<file path="src/rtl/rv_isa_pkg.sv">
package rv_isa_pkg;

    localparam int xlen      = 32;
    localparam int reg_idx_w = 5;

    // ========================================
    // major opcodes
    typedef enum logic [6:0] {
        opc_op     = 7'b0110011,
        opc_op_imm = 7'b0010011,
        opc_lui    = 7'b0110111,
        opc_auipc  = 7'b0010111,
        opc_jal    = 7'b1101111,
        opc_jalr   = 7'b1100111,
        opc_branch = 7'b1100011,
        opc_load   = 7'b0000011,
        opc_store  = 7'b0100011,
        opc_system = 7'b1110011
    } opcode_e;

    // machine csr addresses
    typedef enum logic [11:0] {
        csr_addr_mstatus = 12'h300,
        csr_addr_mtvec   = 12'h305,
        csr_addr_mepc    = 12'h341,
        csr_addr_mcause  = 12'h342
    } csr_addr_e;

    // ========================================
    // alu funct3 / funct7
    localparam logic [2:0] f3_add  = 3'b000;
    localparam logic [2:0] f3_sll  = 3'b001;
    localparam logic [2:0] f3_slt  = 3'b010;
    localparam logic [2:0] f3_sltu = 3'b011;
    localparam logic [2:0] f3_xor  = 3'b100;
    localparam logic [2:0] f3_sr   = 3'b101;
    localparam logic [2:0] f3_or   = 3'b110;
    localparam logic [2:0] f3_and  = 3'b111;

    localparam logic [6:0] f7_base = 7'b0000000;
    localparam logic [6:0] f7_alt  = 7'b0100000;

    // branches
    localparam logic [2:0] f3_beq  = 3'b000;
    localparam logic [2:0] f3_bne  = 3'b001;
    localparam logic [2:0] f3_blt  = 3'b100;
    localparam logic [2:0] f3_bge  = 3'b101;
    localparam logic [2:0] f3_bltu = 3'b110;
    localparam logic [2:0] f3_bgeu = 3'b111;

    // load widths, stores use the first three
    localparam logic [2:0] f3_lb  = 3'b000;
    localparam logic [2:0] f3_lh  = 3'b001;
    localparam logic [2:0] f3_lw  = 3'b010;
    localparam logic [2:0] f3_lbu = 3'b100;
    localparam logic [2:0] f3_lhu = 3'b101;

    // system
    localparam logic [2:0]  f3_priv    = 3'b000;
    localparam logic [2:0]  f3_csrrw   = 3'b001;
    localparam logic [2:0]  f3_csrrs   = 3'b010;
    localparam logic [11:0] f12_ecall  = 12'h000;
    localparam logic [11:0] f12_ebreak = 12'h001;

endpackage

</file>
<file path="src/rtl/idu_pkg.sv">
package idu_pkg;

    import rv_isa_pkg::*;

    // ========================================
    // control field encodings
    typedef enum logic [3:0] {
        alu_add, alu_sub, alu_slt, alu_sltu, alu_or,
        alu_and, alu_xor, alu_sll, alu_srl, alu_sra
    } alu_op_e;

    typedef enum logic {
        src1_rs1, src1_pc
    } alu_src1_e;

    typedef enum logic [1:0] {
        src2_rs2, src2_imm, src2_four, src2_csr
    } alu_src2_e;

    typedef enum logic [2:0] {
        br_none, br_eq, br_ne, br_lt, br_ge, br_ltu, br_geu, br_jump
    } branch_e;

    // target base for br_jump
    typedef enum logic [1:0] {
        jb_pc, jb_rs1, jb_csr
    } jump_base_e;

    typedef enum logic [2:0] {
        mem_none, mem_byte, mem_half, mem_word, mem_byte_u, mem_half_u
    } mem_size_e;

    typedef enum logic [1:0] {
        csr_mstatus, csr_mtvec, csr_mepc, csr_mcause
    } csr_idx_e;

    // ========================================
    // bundles
    typedef struct packed {
        alu_op_e    alu_op;
        alu_src1_e  alu_src1;
        alu_src2_e  alu_src2;
        branch_e    branch;
        jump_base_e jump_base;
        logic       write_gpr;
        logic       write_csr;
        logic       mem_to_reg;
        logic       write_mem;
        logic       csrrs;
        logic       csrrw;
        logic       ecall;
        logic       halt;
        logic       illegal;
        mem_size_e  mem_size;
        csr_idx_e   csr_idx;
    } idu_ctrl_t;

    typedef struct packed {
        logic                 gpr_wr;
        logic [reg_idx_w-1:0] rd;
        logic [xlen-1:0]      gpr_data;
        logic                 csr_wr;
        csr_idx_e             csr_idx;
        logic [xlen-1:0]      csr_data;
    } wb_req_t;

    typedef struct packed {
        logic [xlen-1:0]      pc;
        logic [xlen-1:0]      inst;
        logic [reg_idx_w-1:0] rd;
        logic [reg_idx_w-1:0] rs1;
        logic [reg_idx_w-1:0] rs2;
        logic [xlen-1:0]      imm;
        logic [xlen-1:0]      rs1_data;
        logic [xlen-1:0]      rs2_data;
        logic [xlen-1:0]      csr_data;
        idu_ctrl_t            ctrl;
    } idu_out_t;

endpackage

</file>
<file path="src/rtl/idu_decode.sv">
`timescale 1ns/10ps

module idu_decode import rv_isa_pkg::*, idu_pkg::*; (
    input  logic [xlen-1:0]      inst,
    output logic [reg_idx_w-1:0] rd,
    output logic [reg_idx_w-1:0] rs1,
    output logic [reg_idx_w-1:0] rs2,
    output logic [xlen-1:0]      imm,
    output idu_ctrl_t            ctrl
);

    opcode_e         opcode;
    logic [2:0]      funct3;
    logic [6:0]      funct7;
    logic [6:0]      f7_eff;
    logic [xlen-1:0] imm_i, imm_s, imm_b, imm_u, imm_j;
    alu_op_e         alu_op;
    logic            alu_ok;
    csr_idx_e        csr_map_idx;
    logic            csr_hit;
    logic            rs1_used, rs2_used;

    assign opcode = opcode_e'(inst[6:0]);
    assign funct3 = inst[14:12];
    assign funct7 = inst[31:25];

    assign rd  = inst[11:7];
    assign rs1 = rs1_used ? inst[19:15] : '0;
    assign rs2 = rs2_used ? inst[24:20] : '0;

    // ========================================
    // immediates
    assign imm_i = {{20{inst[31]}}, inst[31:20]};
    assign imm_s = {{20{inst[31]}}, inst[31:25], inst[11:7]};
    assign imm_b = {{19{inst[31]}}, inst[31], inst[7], inst[30:25], inst[11:8], 1'b0};
    assign imm_u = {inst[31:12], 12'b0};
    assign imm_j = {{11{inst[31]}}, inst[31], inst[19:12], inst[20], inst[30:21], 1'b0};

    // ========================================
    // alu op shared by op and op_imm
    // op_imm only looks at funct7 for shifts
    assign f7_eff = (opcode == opc_op || funct3 == f3_sll || funct3 == f3_sr) ? funct7 : f7_base;

    always_comb begin
        alu_ok = 1'b1;
        alu_op = alu_add;
        case ({f7_eff, funct3})
            {f7_base, f3_add}:  alu_op = alu_add;
            {f7_alt,  f3_add}:  alu_op = alu_sub;
            {f7_base, f3_sll}:  alu_op = alu_sll;
            {f7_base, f3_slt}:  alu_op = alu_slt;
            {f7_base, f3_sltu}: alu_op = alu_sltu;
            {f7_base, f3_xor}:  alu_op = alu_xor;
            {f7_base, f3_sr}:   alu_op = alu_srl;
            {f7_alt,  f3_sr}:   alu_op = alu_sra;
            {f7_base, f3_or}:   alu_op = alu_or;
            {f7_base, f3_and}:  alu_op = alu_and;
            default:            alu_ok = 1'b0;
        endcase
    end

    // csr address map
    always_comb begin
        csr_hit     = 1'b1;
        csr_map_idx = csr_mstatus;
        case (inst[31:20])
            csr_addr_mstatus: csr_map_idx = csr_mstatus;
            csr_addr_mtvec:   csr_map_idx = csr_mtvec;
            csr_addr_mepc:    csr_map_idx = csr_mepc;
            csr_addr_mcause:  csr_map_idx = csr_mcause;
            default:          csr_hit     = 1'b0;
        endcase
    end

    // ========================================
    // main decode
    always_comb begin
        ctrl     = '0;
        imm      = '0;
        rs1_used = 1'b1;
        rs2_used = 1'b0;
        case (opcode)
            opc_op: begin
                rs2_used       = 1'b1;
                ctrl.alu_op    = alu_op;
                ctrl.write_gpr = 1'b1;
                ctrl.illegal   = !alu_ok;
            end
            opc_op_imm: begin
                imm            = imm_i;
                ctrl.alu_op    = alu_op;
                ctrl.alu_src2  = src2_imm;
                ctrl.write_gpr = 1'b1;
                ctrl.illegal   = !alu_ok;
            end
            opc_lui, opc_auipc: begin
                // lui adds to x0
                rs1_used       = 1'b0;
                imm            = imm_u;
                ctrl.alu_src1  = (opcode == opc_auipc) ? src1_pc : src1_rs1;
                ctrl.alu_src2  = src2_imm;
                ctrl.write_gpr = 1'b1;
            end
            opc_jal, opc_jalr: begin
                rs1_used       = (opcode == opc_jalr);
                imm            = (opcode == opc_jalr) ? imm_i : imm_j;
                ctrl.alu_src1  = src1_pc;
                ctrl.alu_src2  = src2_four;
                ctrl.branch    = br_jump;
                ctrl.jump_base = (opcode == opc_jalr) ? jb_rs1 : jb_pc;
                ctrl.write_gpr = 1'b1;
                ctrl.illegal   = (opcode == opc_jalr) && (funct3 != 3'b000);
            end
            opc_branch: begin
                rs2_used = 1'b1;
                imm      = imm_b;
                case (funct3)
                    f3_beq:  ctrl.branch = br_eq;
                    f3_bne:  ctrl.branch = br_ne;
                    f3_blt:  ctrl.branch = br_lt;
                    f3_bge:  ctrl.branch = br_ge;
                    f3_bltu: ctrl.branch = br_ltu;
                    f3_bgeu: ctrl.branch = br_geu;
                    default: ctrl.illegal = 1'b1;
                endcase
                case (ctrl.branch)
                    br_eq, br_ne:   ctrl.alu_op = alu_sub;
                    br_lt, br_ge:   ctrl.alu_op = alu_slt;
                    br_ltu, br_geu: ctrl.alu_op = alu_sltu;
                    default:        ctrl.alu_op = alu_add;
                endcase
            end
            opc_load: begin
                imm           = imm_i;
                ctrl.alu_src2 = src2_imm;
                case (funct3)
                    f3_lb:   ctrl.mem_size = mem_byte;
                    f3_lh:   ctrl.mem_size = mem_half;
                    f3_lw:   ctrl.mem_size = mem_word;
                    f3_lbu:  ctrl.mem_size = mem_byte_u;
                    f3_lhu:  ctrl.mem_size = mem_half_u;
                    default: ctrl.illegal  = 1'b1;
                endcase
                ctrl.mem_to_reg = !ctrl.illegal;
                ctrl.write_gpr  = 1'b1;
            end
            opc_store: begin
                rs2_used      = 1'b1;
                imm           = imm_s;
                ctrl.alu_src2 = src2_imm;
                case (funct3)
                    f3_lb:   ctrl.mem_size = mem_byte;
                    f3_lh:   ctrl.mem_size = mem_half;
                    f3_lw:   ctrl.mem_size = mem_word;
                    default: ctrl.illegal  = 1'b1;
                endcase
                ctrl.write_mem = 1'b1;
            end
            opc_system: begin
                imm = imm_i;
                case (funct3)
                    f3_priv: begin
                        rs1_used = 1'b0;
                        if (inst[31:20] == f12_ecall) begin
                            // trap through mtvec
                            ctrl.ecall     = 1'b1;
                            ctrl.branch    = br_jump;
                            ctrl.jump_base = jb_csr;
                            ctrl.csr_idx   = csr_mtvec;
                        end else if (inst[31:20] == f12_ebreak) begin
                            ctrl.halt = 1'b1;
                        end else begin
                            ctrl.illegal = 1'b1;
                        end
                    end
                    f3_csrrw, f3_csrrs: begin
                        ctrl.csrrw     = (funct3 == f3_csrrw);
                        ctrl.csrrs     = (funct3 == f3_csrrs);
                        ctrl.alu_op    = (funct3 == f3_csrrs) ? alu_or : alu_add;
                        ctrl.alu_src2  = src2_csr;
                        ctrl.csr_idx   = csr_map_idx;
                        ctrl.write_gpr = 1'b1;
                        ctrl.write_csr = 1'b1;
                        ctrl.illegal   = !csr_hit;
                    end
                    default: ctrl.illegal = 1'b1;
                endcase
            end
            default: ctrl.illegal = 1'b1;
        endcase

        if (ctrl.illegal) begin
            ctrl.write_gpr = 1'b0;
            ctrl.write_csr = 1'b0;
            ctrl.write_mem = 1'b0;
        end
    end

    // memory access needs a size
    always_comb begin
        assert ((!ctrl.write_mem && !ctrl.mem_to_reg) || ctrl.mem_size != mem_none);
    end

endmodule

</file>
<file path="src/rtl/idu_gpr_file.sv">
`timescale 1ns/10ps

module idu_gpr_file import rv_isa_pkg::*, idu_pkg::*; (
    input  logic                 clk,
    input  logic                 arst_n,
    input  logic [reg_idx_w-1:0] rs1,
    input  logic [reg_idx_w-1:0] rs2,
    input  wb_req_t              wb,
    output logic [xlen-1:0]      rs1_data,
    output logic [xlen-1:0]      rs2_data
);

    // x0 has no storage
    logic [xlen-1:0] regs [1:31];

    always_ff @(posedge clk or negedge arst_n) begin
        if (!arst_n) begin
            for (int i = 1; i < 32; i++) begin
                regs[i] <= '0;
            end
        end else if (wb.gpr_wr && wb.rd != '0) begin
            regs[wb.rd] <= wb.gpr_data;
        end
    end

    // read with write-back bypass
    function automatic logic [xlen-1:0] read_port(input logic [reg_idx_w-1:0] idx);
        if (idx == '0) begin
            return '0;
        end else if (wb.gpr_wr && wb.rd == idx) begin
            return wb.gpr_data;
        end
        return regs[idx];
    endfunction

    always_comb begin
        rs1_data = read_port(rs1);
        rs2_data = read_port(rs2);
    end

    a_x0_zero: assert property (@(posedge clk) disable iff (!arst_n)
        (rs1 != '0 || rs1_data == '0) && (rs2 != '0 || rs2_data == '0));

endmodule

</file>
<file path="src/rtl/idu_csr_file.sv">
`timescale 1ns/10ps

module idu_csr_file import rv_isa_pkg::*, idu_pkg::*; (
    input  logic            clk,
    input  logic            arst_n,
    input  csr_idx_e        csr_idx,
    input  wb_req_t         wb,
    output logic [xlen-1:0] csr_data
);

    // mstatus, mtvec, mepc, mcause
    logic [xlen-1:0] csr_q [4];

    always_ff @(posedge clk or negedge arst_n) begin
        if (!arst_n) begin
            for (int i = 0; i < 4; i++) begin
                csr_q[i] <= '0;
            end
        end else if (wb.csr_wr) begin
            csr_q[wb.csr_idx] <= wb.csr_data;
        end
    end

    assign csr_data = (wb.csr_wr && wb.csr_idx == csr_idx) ? wb.csr_data : csr_q[csr_idx];

    a_wr_idx_known: assert property (@(posedge clk) disable iff (!arst_n)
        wb.csr_wr |-> !$isunknown(wb.csr_idx));

endmodule

</file>
<file path="src/rtl/idu_stage_reg.sv">
`timescale 1ns/10ps

module idu_stage_reg import rv_isa_pkg::*, idu_pkg::*; (
    input  logic                 clk,
    input  logic                 arst_n,
    input  logic                 commit,
    input  logic [xlen-1:0]      pc,
    input  logic [xlen-1:0]      inst,
    input  logic [reg_idx_w-1:0] rd,
    input  logic [reg_idx_w-1:0] rs1,
    input  logic [reg_idx_w-1:0] rs2,
    input  logic [xlen-1:0]      imm,
    input  logic [xlen-1:0]      rs1_data,
    input  logic [xlen-1:0]      rs2_data,
    input  logic [xlen-1:0]      csr_data,
    input  idu_ctrl_t            ctrl,
    output idu_out_t             out,
    output logic                 out_valid
);

    always_ff @(posedge clk or negedge arst_n) begin
        if (!arst_n) begin
            out       <= '0;
            out_valid <= 1'b0;
        end else begin
            // one-cycle pulse per commit
            out_valid <= commit;
            if (commit) begin
                out.pc       <= pc;
                out.inst     <= inst;
                out.rd       <= rd;
                out.rs1      <= rs1;
                out.rs2      <= rs2;
                out.imm      <= imm;
                out.rs1_data <= rs1_data;
                out.rs2_data <= rs2_data;
                out.csr_data <= csr_data;
                out.ctrl     <= ctrl;
            end
        end
    end

    a_hold: assert property (@(posedge clk) disable iff (!arst_n)
        !commit |=> $stable(out));

endmodule

</file>
<file path="src/rtl/idu_top.sv">
`timescale 1ns/10ps

module idu_top import rv_isa_pkg::*, idu_pkg::*; (
    input  logic            clk,
    input  logic            arst_n,
    input  logic [xlen-1:0] pc,
    input  logic [xlen-1:0] inst,
    input  logic            commit,
    input  wb_req_t         wb,
    output idu_out_t        out,
    output logic            out_valid
);

    logic [reg_idx_w-1:0] rd, rs1, rs2;
    logic [xlen-1:0]      imm;
    idu_ctrl_t            ctrl;
    logic [xlen-1:0]      rs1_data, rs2_data, csr_data;

    idu_decode idu_decode_inst (
        .inst (inst),
        .rd   (rd),
        .rs1  (rs1),
        .rs2  (rs2),
        .imm  (imm),
        .ctrl (ctrl)
    );

    idu_gpr_file idu_gpr_file_inst (
        .clk      (clk),
        .arst_n   (arst_n),
        .rs1      (rs1),
        .rs2      (rs2),
        .wb       (wb),
        .rs1_data (rs1_data),
        .rs2_data (rs2_data)
    );

    idu_csr_file idu_csr_file_inst (
        .clk      (clk),
        .arst_n   (arst_n),
        .csr_idx  (ctrl.csr_idx),
        .wb       (wb),
        .csr_data (csr_data)
    );

    idu_stage_reg idu_stage_reg_inst (
        .clk       (clk),
        .arst_n    (arst_n),
        .commit    (commit),
        .pc        (pc),
        .inst      (inst),
        .rd        (rd),
        .rs1       (rs1),
        .rs2       (rs2),
        .imm       (imm),
        .rs1_data  (rs1_data),
        .rs2_data  (rs2_data),
        .csr_data  (csr_data),
        .ctrl      (ctrl),
        .out       (out),
        .out_valid (out_valid)
    );

endmodule

</file>
<file path="config.mk">
export PLATFORM = sky130hd
export DESIGN_NAME = idu_top
export DESIGN_NICKNAME = d
export VERILOG_FILES = /design/src/rtl/rv_isa_pkg.sv /design/src/rtl/idu_pkg.sv /design/src/rtl/idu_decode.sv /design/src/rtl/idu_gpr_file.sv /design/src/rtl/idu_csr_file.sv /design/src/rtl/idu_stage_reg.sv /design/src/rtl/idu_top.sv
export SDC_FILE = /design/constraint.sdc
export NUM_CORES = 2
export LEC_CHECK = 0
export ABC_AREA = 1
export BUFFER_PORTS_ARGS = -buffer_cell sky130_fd_sc_hd__buf_2
export CORE_AREA = 8 8 528 374
export CTS_BUF_LIST = sky130_fd_sc_hd__clkbuf_8
export DETAILED_ROUTE_END_ITERATION = 6
export DIE_AREA = 0 0 536 382
export SLEW_MARGIN = 20
export SYNTH_ARGS = -nofsm -noshare
export SYNTH_HDL_FRONTEND = slang
export SYNTH_HIERARCHICAL = 1
export SYNTH_SLANG_ARGS = --single-unit
</file>
<file path="constraint.sdc">
create_clock -name clk -period 1.34 [get_ports clk]
set_clock_uncertainty 0.2 [all_clocks]
set_input_delay 0.335 -clock clk [delete_from_list [all_inputs] [get_ports clk]]
set_output_delay 0.335 -clock clk [all_outputs]
set_load 0.02 [all_outputs]
</file>
==> flow_summary.json <==
{
  "synth-compound-area-share_pct": 7.909,
  "yosys.area_share.simple_pct": 36.58,
  "synth_top_family_by_area": "simple AND/OR/NAND/NOR gates",
  "r2r_end": "idu_stage_reg_inst/out[80]",
  "startpoint_type": "flip-flop",
  "violations": "DRC, hold timing, setup timing",
  "path_clk_slew_ns": 0.06,
  "cp_slowest_cell": "dfrtp_2",
  "finalHoldViolCount": 10,
  "setup_viol": 1757,
  "status": "complete, but fails checks",
  "ys_top_cells_by_count": "nand2_1 (4404), nand3_1 (1899), dfrtp_1 (1354)",
  "post-route-drc-count": 2,
  "r2r_slack_ns": -0.47,
  "ys.flop_type": "dfrtp_1",
  "die_x_um": 536,
  "register_area_mm2": 0.03391,
  "muxShareOfSynthArea_pct": 0,
  "worstSetupPathDepth": 1,
  "cts.sinks": 1354,
  "cp_top_family": "flip-flops",
  "dp_slack_ns": -1.920,
  "ios": 374,
  "die_h_um": 382,
  "powerDensity_mw_per_mm2": 1173,
  "async_flop_share_pct": 100.0,
  "viasPerCell": 5.609,
  "holdPathEnd": "idu_stage_reg_inst/out[6]",
  "setup_slack_ns": -0.9256,
  "firstDrtPassIters": 7,
  "rows": 134,
  "synth_edf_count": 0,
  "grt_pass1_vias": 80936,
  "routed_wl_mm": 354.4,
  "synth_area_leader_cell": "dfrtp_1",
  "p_leak_nw": 55.14,
  "vias": 85669,
  "timing.fmax_ghz": 0.4414,
  "finalNonFillerCells": 15274,
  "path_class": "flip-flop to output port",
  "finalPower_w": 0.1256,
  "multi_input_area_mm2": 0.03615,
  "start_util_pct": 39.71,
  "grt_pass1_wl_mm": 516.4,
  "grt_start_max_net_pins": 96,
  "num-fill-cells": 16819,
  "gp_congestion": 0.9259,
  "cts_tree": "built",
  "synth_xor_area_share_pct": 0.01165,
  "core_mm2": 0.1893,
  "ys_warn_count": 6,
  "cp-end-kind": "output port",
  "cap_viol_max_count": 0,
  "final_nets": 12718,
  "hp-class": "input port to flip-flop",
  "rsz0062_at_grt": "true",
  "drive_above_1_share_pct": 22.73,
  "syn-num-nets": 11212,
  "fin_crit_ns": 2.266,
  "synth_area_leaders": "dfrtp_1 (45%), nand2_1 (22%), nand3_1 (13%), o21ai_0 (7.4%), inv_1 (5.4%)",
  "syn_area_mm2": 0.07517,
  "drtAntennaViolNets": 0,
  "drtIter0Drc": 12538,
  "avgRoutedWirePerCell_um": 23.20,
  "synth_seq_area_share_pct": 45.07,
  "worstMarginPinSlew_ns": 0.7366,
  "ys_types": 39,
  "htreeDepth": 4,
  "dp.cells": 14275,
  "grt.total_usage_pct": 32.66,
  "min_path_cells": 9,
  "ctsLongestPathBuffers": 4,
  "die_area_mm2": 0.2048,
  "slew_viol_final": 0,
  "crit_required_ns": 0.81,
  "antenna_found_initial": 16,
  "cp_cell_sequence": "buf_6",
  "fin_crit_sh_pct": 169.1,
  "grt-ovfl-total": 0,
  "synth.most_common_cell": "nand2_1",
  "maxSlewHeadroom_pct": 50.89,
  "hold-worst-slack_ns": -0.1182,
  "crit_path_max_incr_delay_ns": 0.53,
  "io_buffers": 373,
  "irDropWorstVdd_v": 0.0007608,
  "syn_inst": 11067,
  "dpl.hpwl_mm": 217.1,
  "cts_made_buffers": 226,
  "r2r-start": "idu_gpr_file_inst/regs[566]",
  "crit_fanout": 2,
  "worstHoldStart": "inst[30]",
  "area_delta_synth_final_pct": 42.40,
  "critPathBufInv": 1,
  "synth.top_cell.area_share_pct": 45.07,
  "clock-root-buffer": "clkbuf_8",
  "synth.ff_latch_count": 1354,
  "clkLatencyLatePin_ns": 0.97,
  "synthAdderAreaFrac_pct": 0.08322,
  "tns_ns": -847.68,
  "arrival_ns": 1.73,
  "r2r_cells": 11,
  "synth.avg_cell_area_um2": 6.793
}
[placed cells by master, fill, tap and decap left out, types with 24 or more instances in the layout]
cell type,n
nor2_1,174
buf_12,372
buf_8,31
buf_6,313
clkinv_2,33
dlygate4sd3_1,217
clkbuf_16,31
nand2_4,56
nand2_2,155
o21ai_1,49
dfrtp_1,1331
inv_2,24
buf_4,920
buf_2,134
nor2_4,28
inv_1,1121
o21ai_0,1108
clkbuf_8,286
nand3_2,299
buf_16,74
nand3_1,1590
nand2_1,4227
[cell type report]
cell class                      instances  share of cell area [%]
Multi-Input combinational cell       7771                   33.77
Sequential cell                      1354                   31.68
Timing Repair Buffer                 2114                   23.00
Inverter                             1103                   4.000
Clock buffer                          285                   3.664
Tap cell                             2516                   2.941
Clock inverter                        117                  0.8813
Timing Repair inverter                  3                 0.04208
Antenna cell                           11                 0.02571
[report_power, final]
group	internal (W)	switching (W)
registers	0.0478	0.00413
clock network	0.0221	0.0190
logic	0.0139	0.0185
total	0.0839	0.0417
[what timing repair did]
action,4_1_cts,5_1_grt
hold buffers,213,18
endpoints found under the hold margin,2708,35
buffers inserted,221,51
cloned,67,40
pin swaps,226,164
endpoints found under the setup margin,333,1762
gates resized for setup,956,406
[flip-flops by register name, summed over array words and instances (netlist names)]
signal and count:
idu_gpr_file_inst/regs 992, idu_csr_file_inst/csr_q 128, idu_stage_reg_inst/out_valid 1, idu_stage_reg_inst/out 233
[metal layers]
metal  global-route usage [%]  up-vias  wire [um]
met5                        0        -         13
met4                    15.57        2      21270
met3                    9.787     1338      48560
met2                    46.48     6016     143700
met1                    45.24    40441     140800
li1                         -    37872          -
[cell families after synthesis]
logic type | count (synthesis)
fa+ha+maj | 5
compound gates | 1178
buf+inv | 1942
flops | 1354
simple gates | 6587
xor+xnor | 1
[metrics by stage]
stage               cell area [um2]  util, %  hold WS (ns)
detailed placement            89720    47.40      -0.01557
CTS                          104200    55.07       -0.1806
global placement              89720    47.40      -0.01443
global route                 107000    56.55       -0.1193
floorplan                     75870        -       -0.1606
finish                       107000    56.55       -0.1182
[how the worst max path moves through the flow]
stage | startpoint | endpoint | slack [ns]
2_1_floorplan | inst[3] | idu_stage_reg_inst/out[92] | -1.21
3_3_place_gp | inst[3] | idu_stage_reg_inst/out[102] | -1.92
3_5_place_dp | inst[6] | idu_stage_reg_inst/out[72] | -1.92
4_1_cts | idu_stage_reg_inst/out[117] | out[117] | -0.96
5_1_grt | idu_stage_reg_inst/out[117] | out[117] | -0.95
6_report | idu_stage_reg_inst/out[118] | out[118] | -0.93
Power figures use the tool's default switching activity.
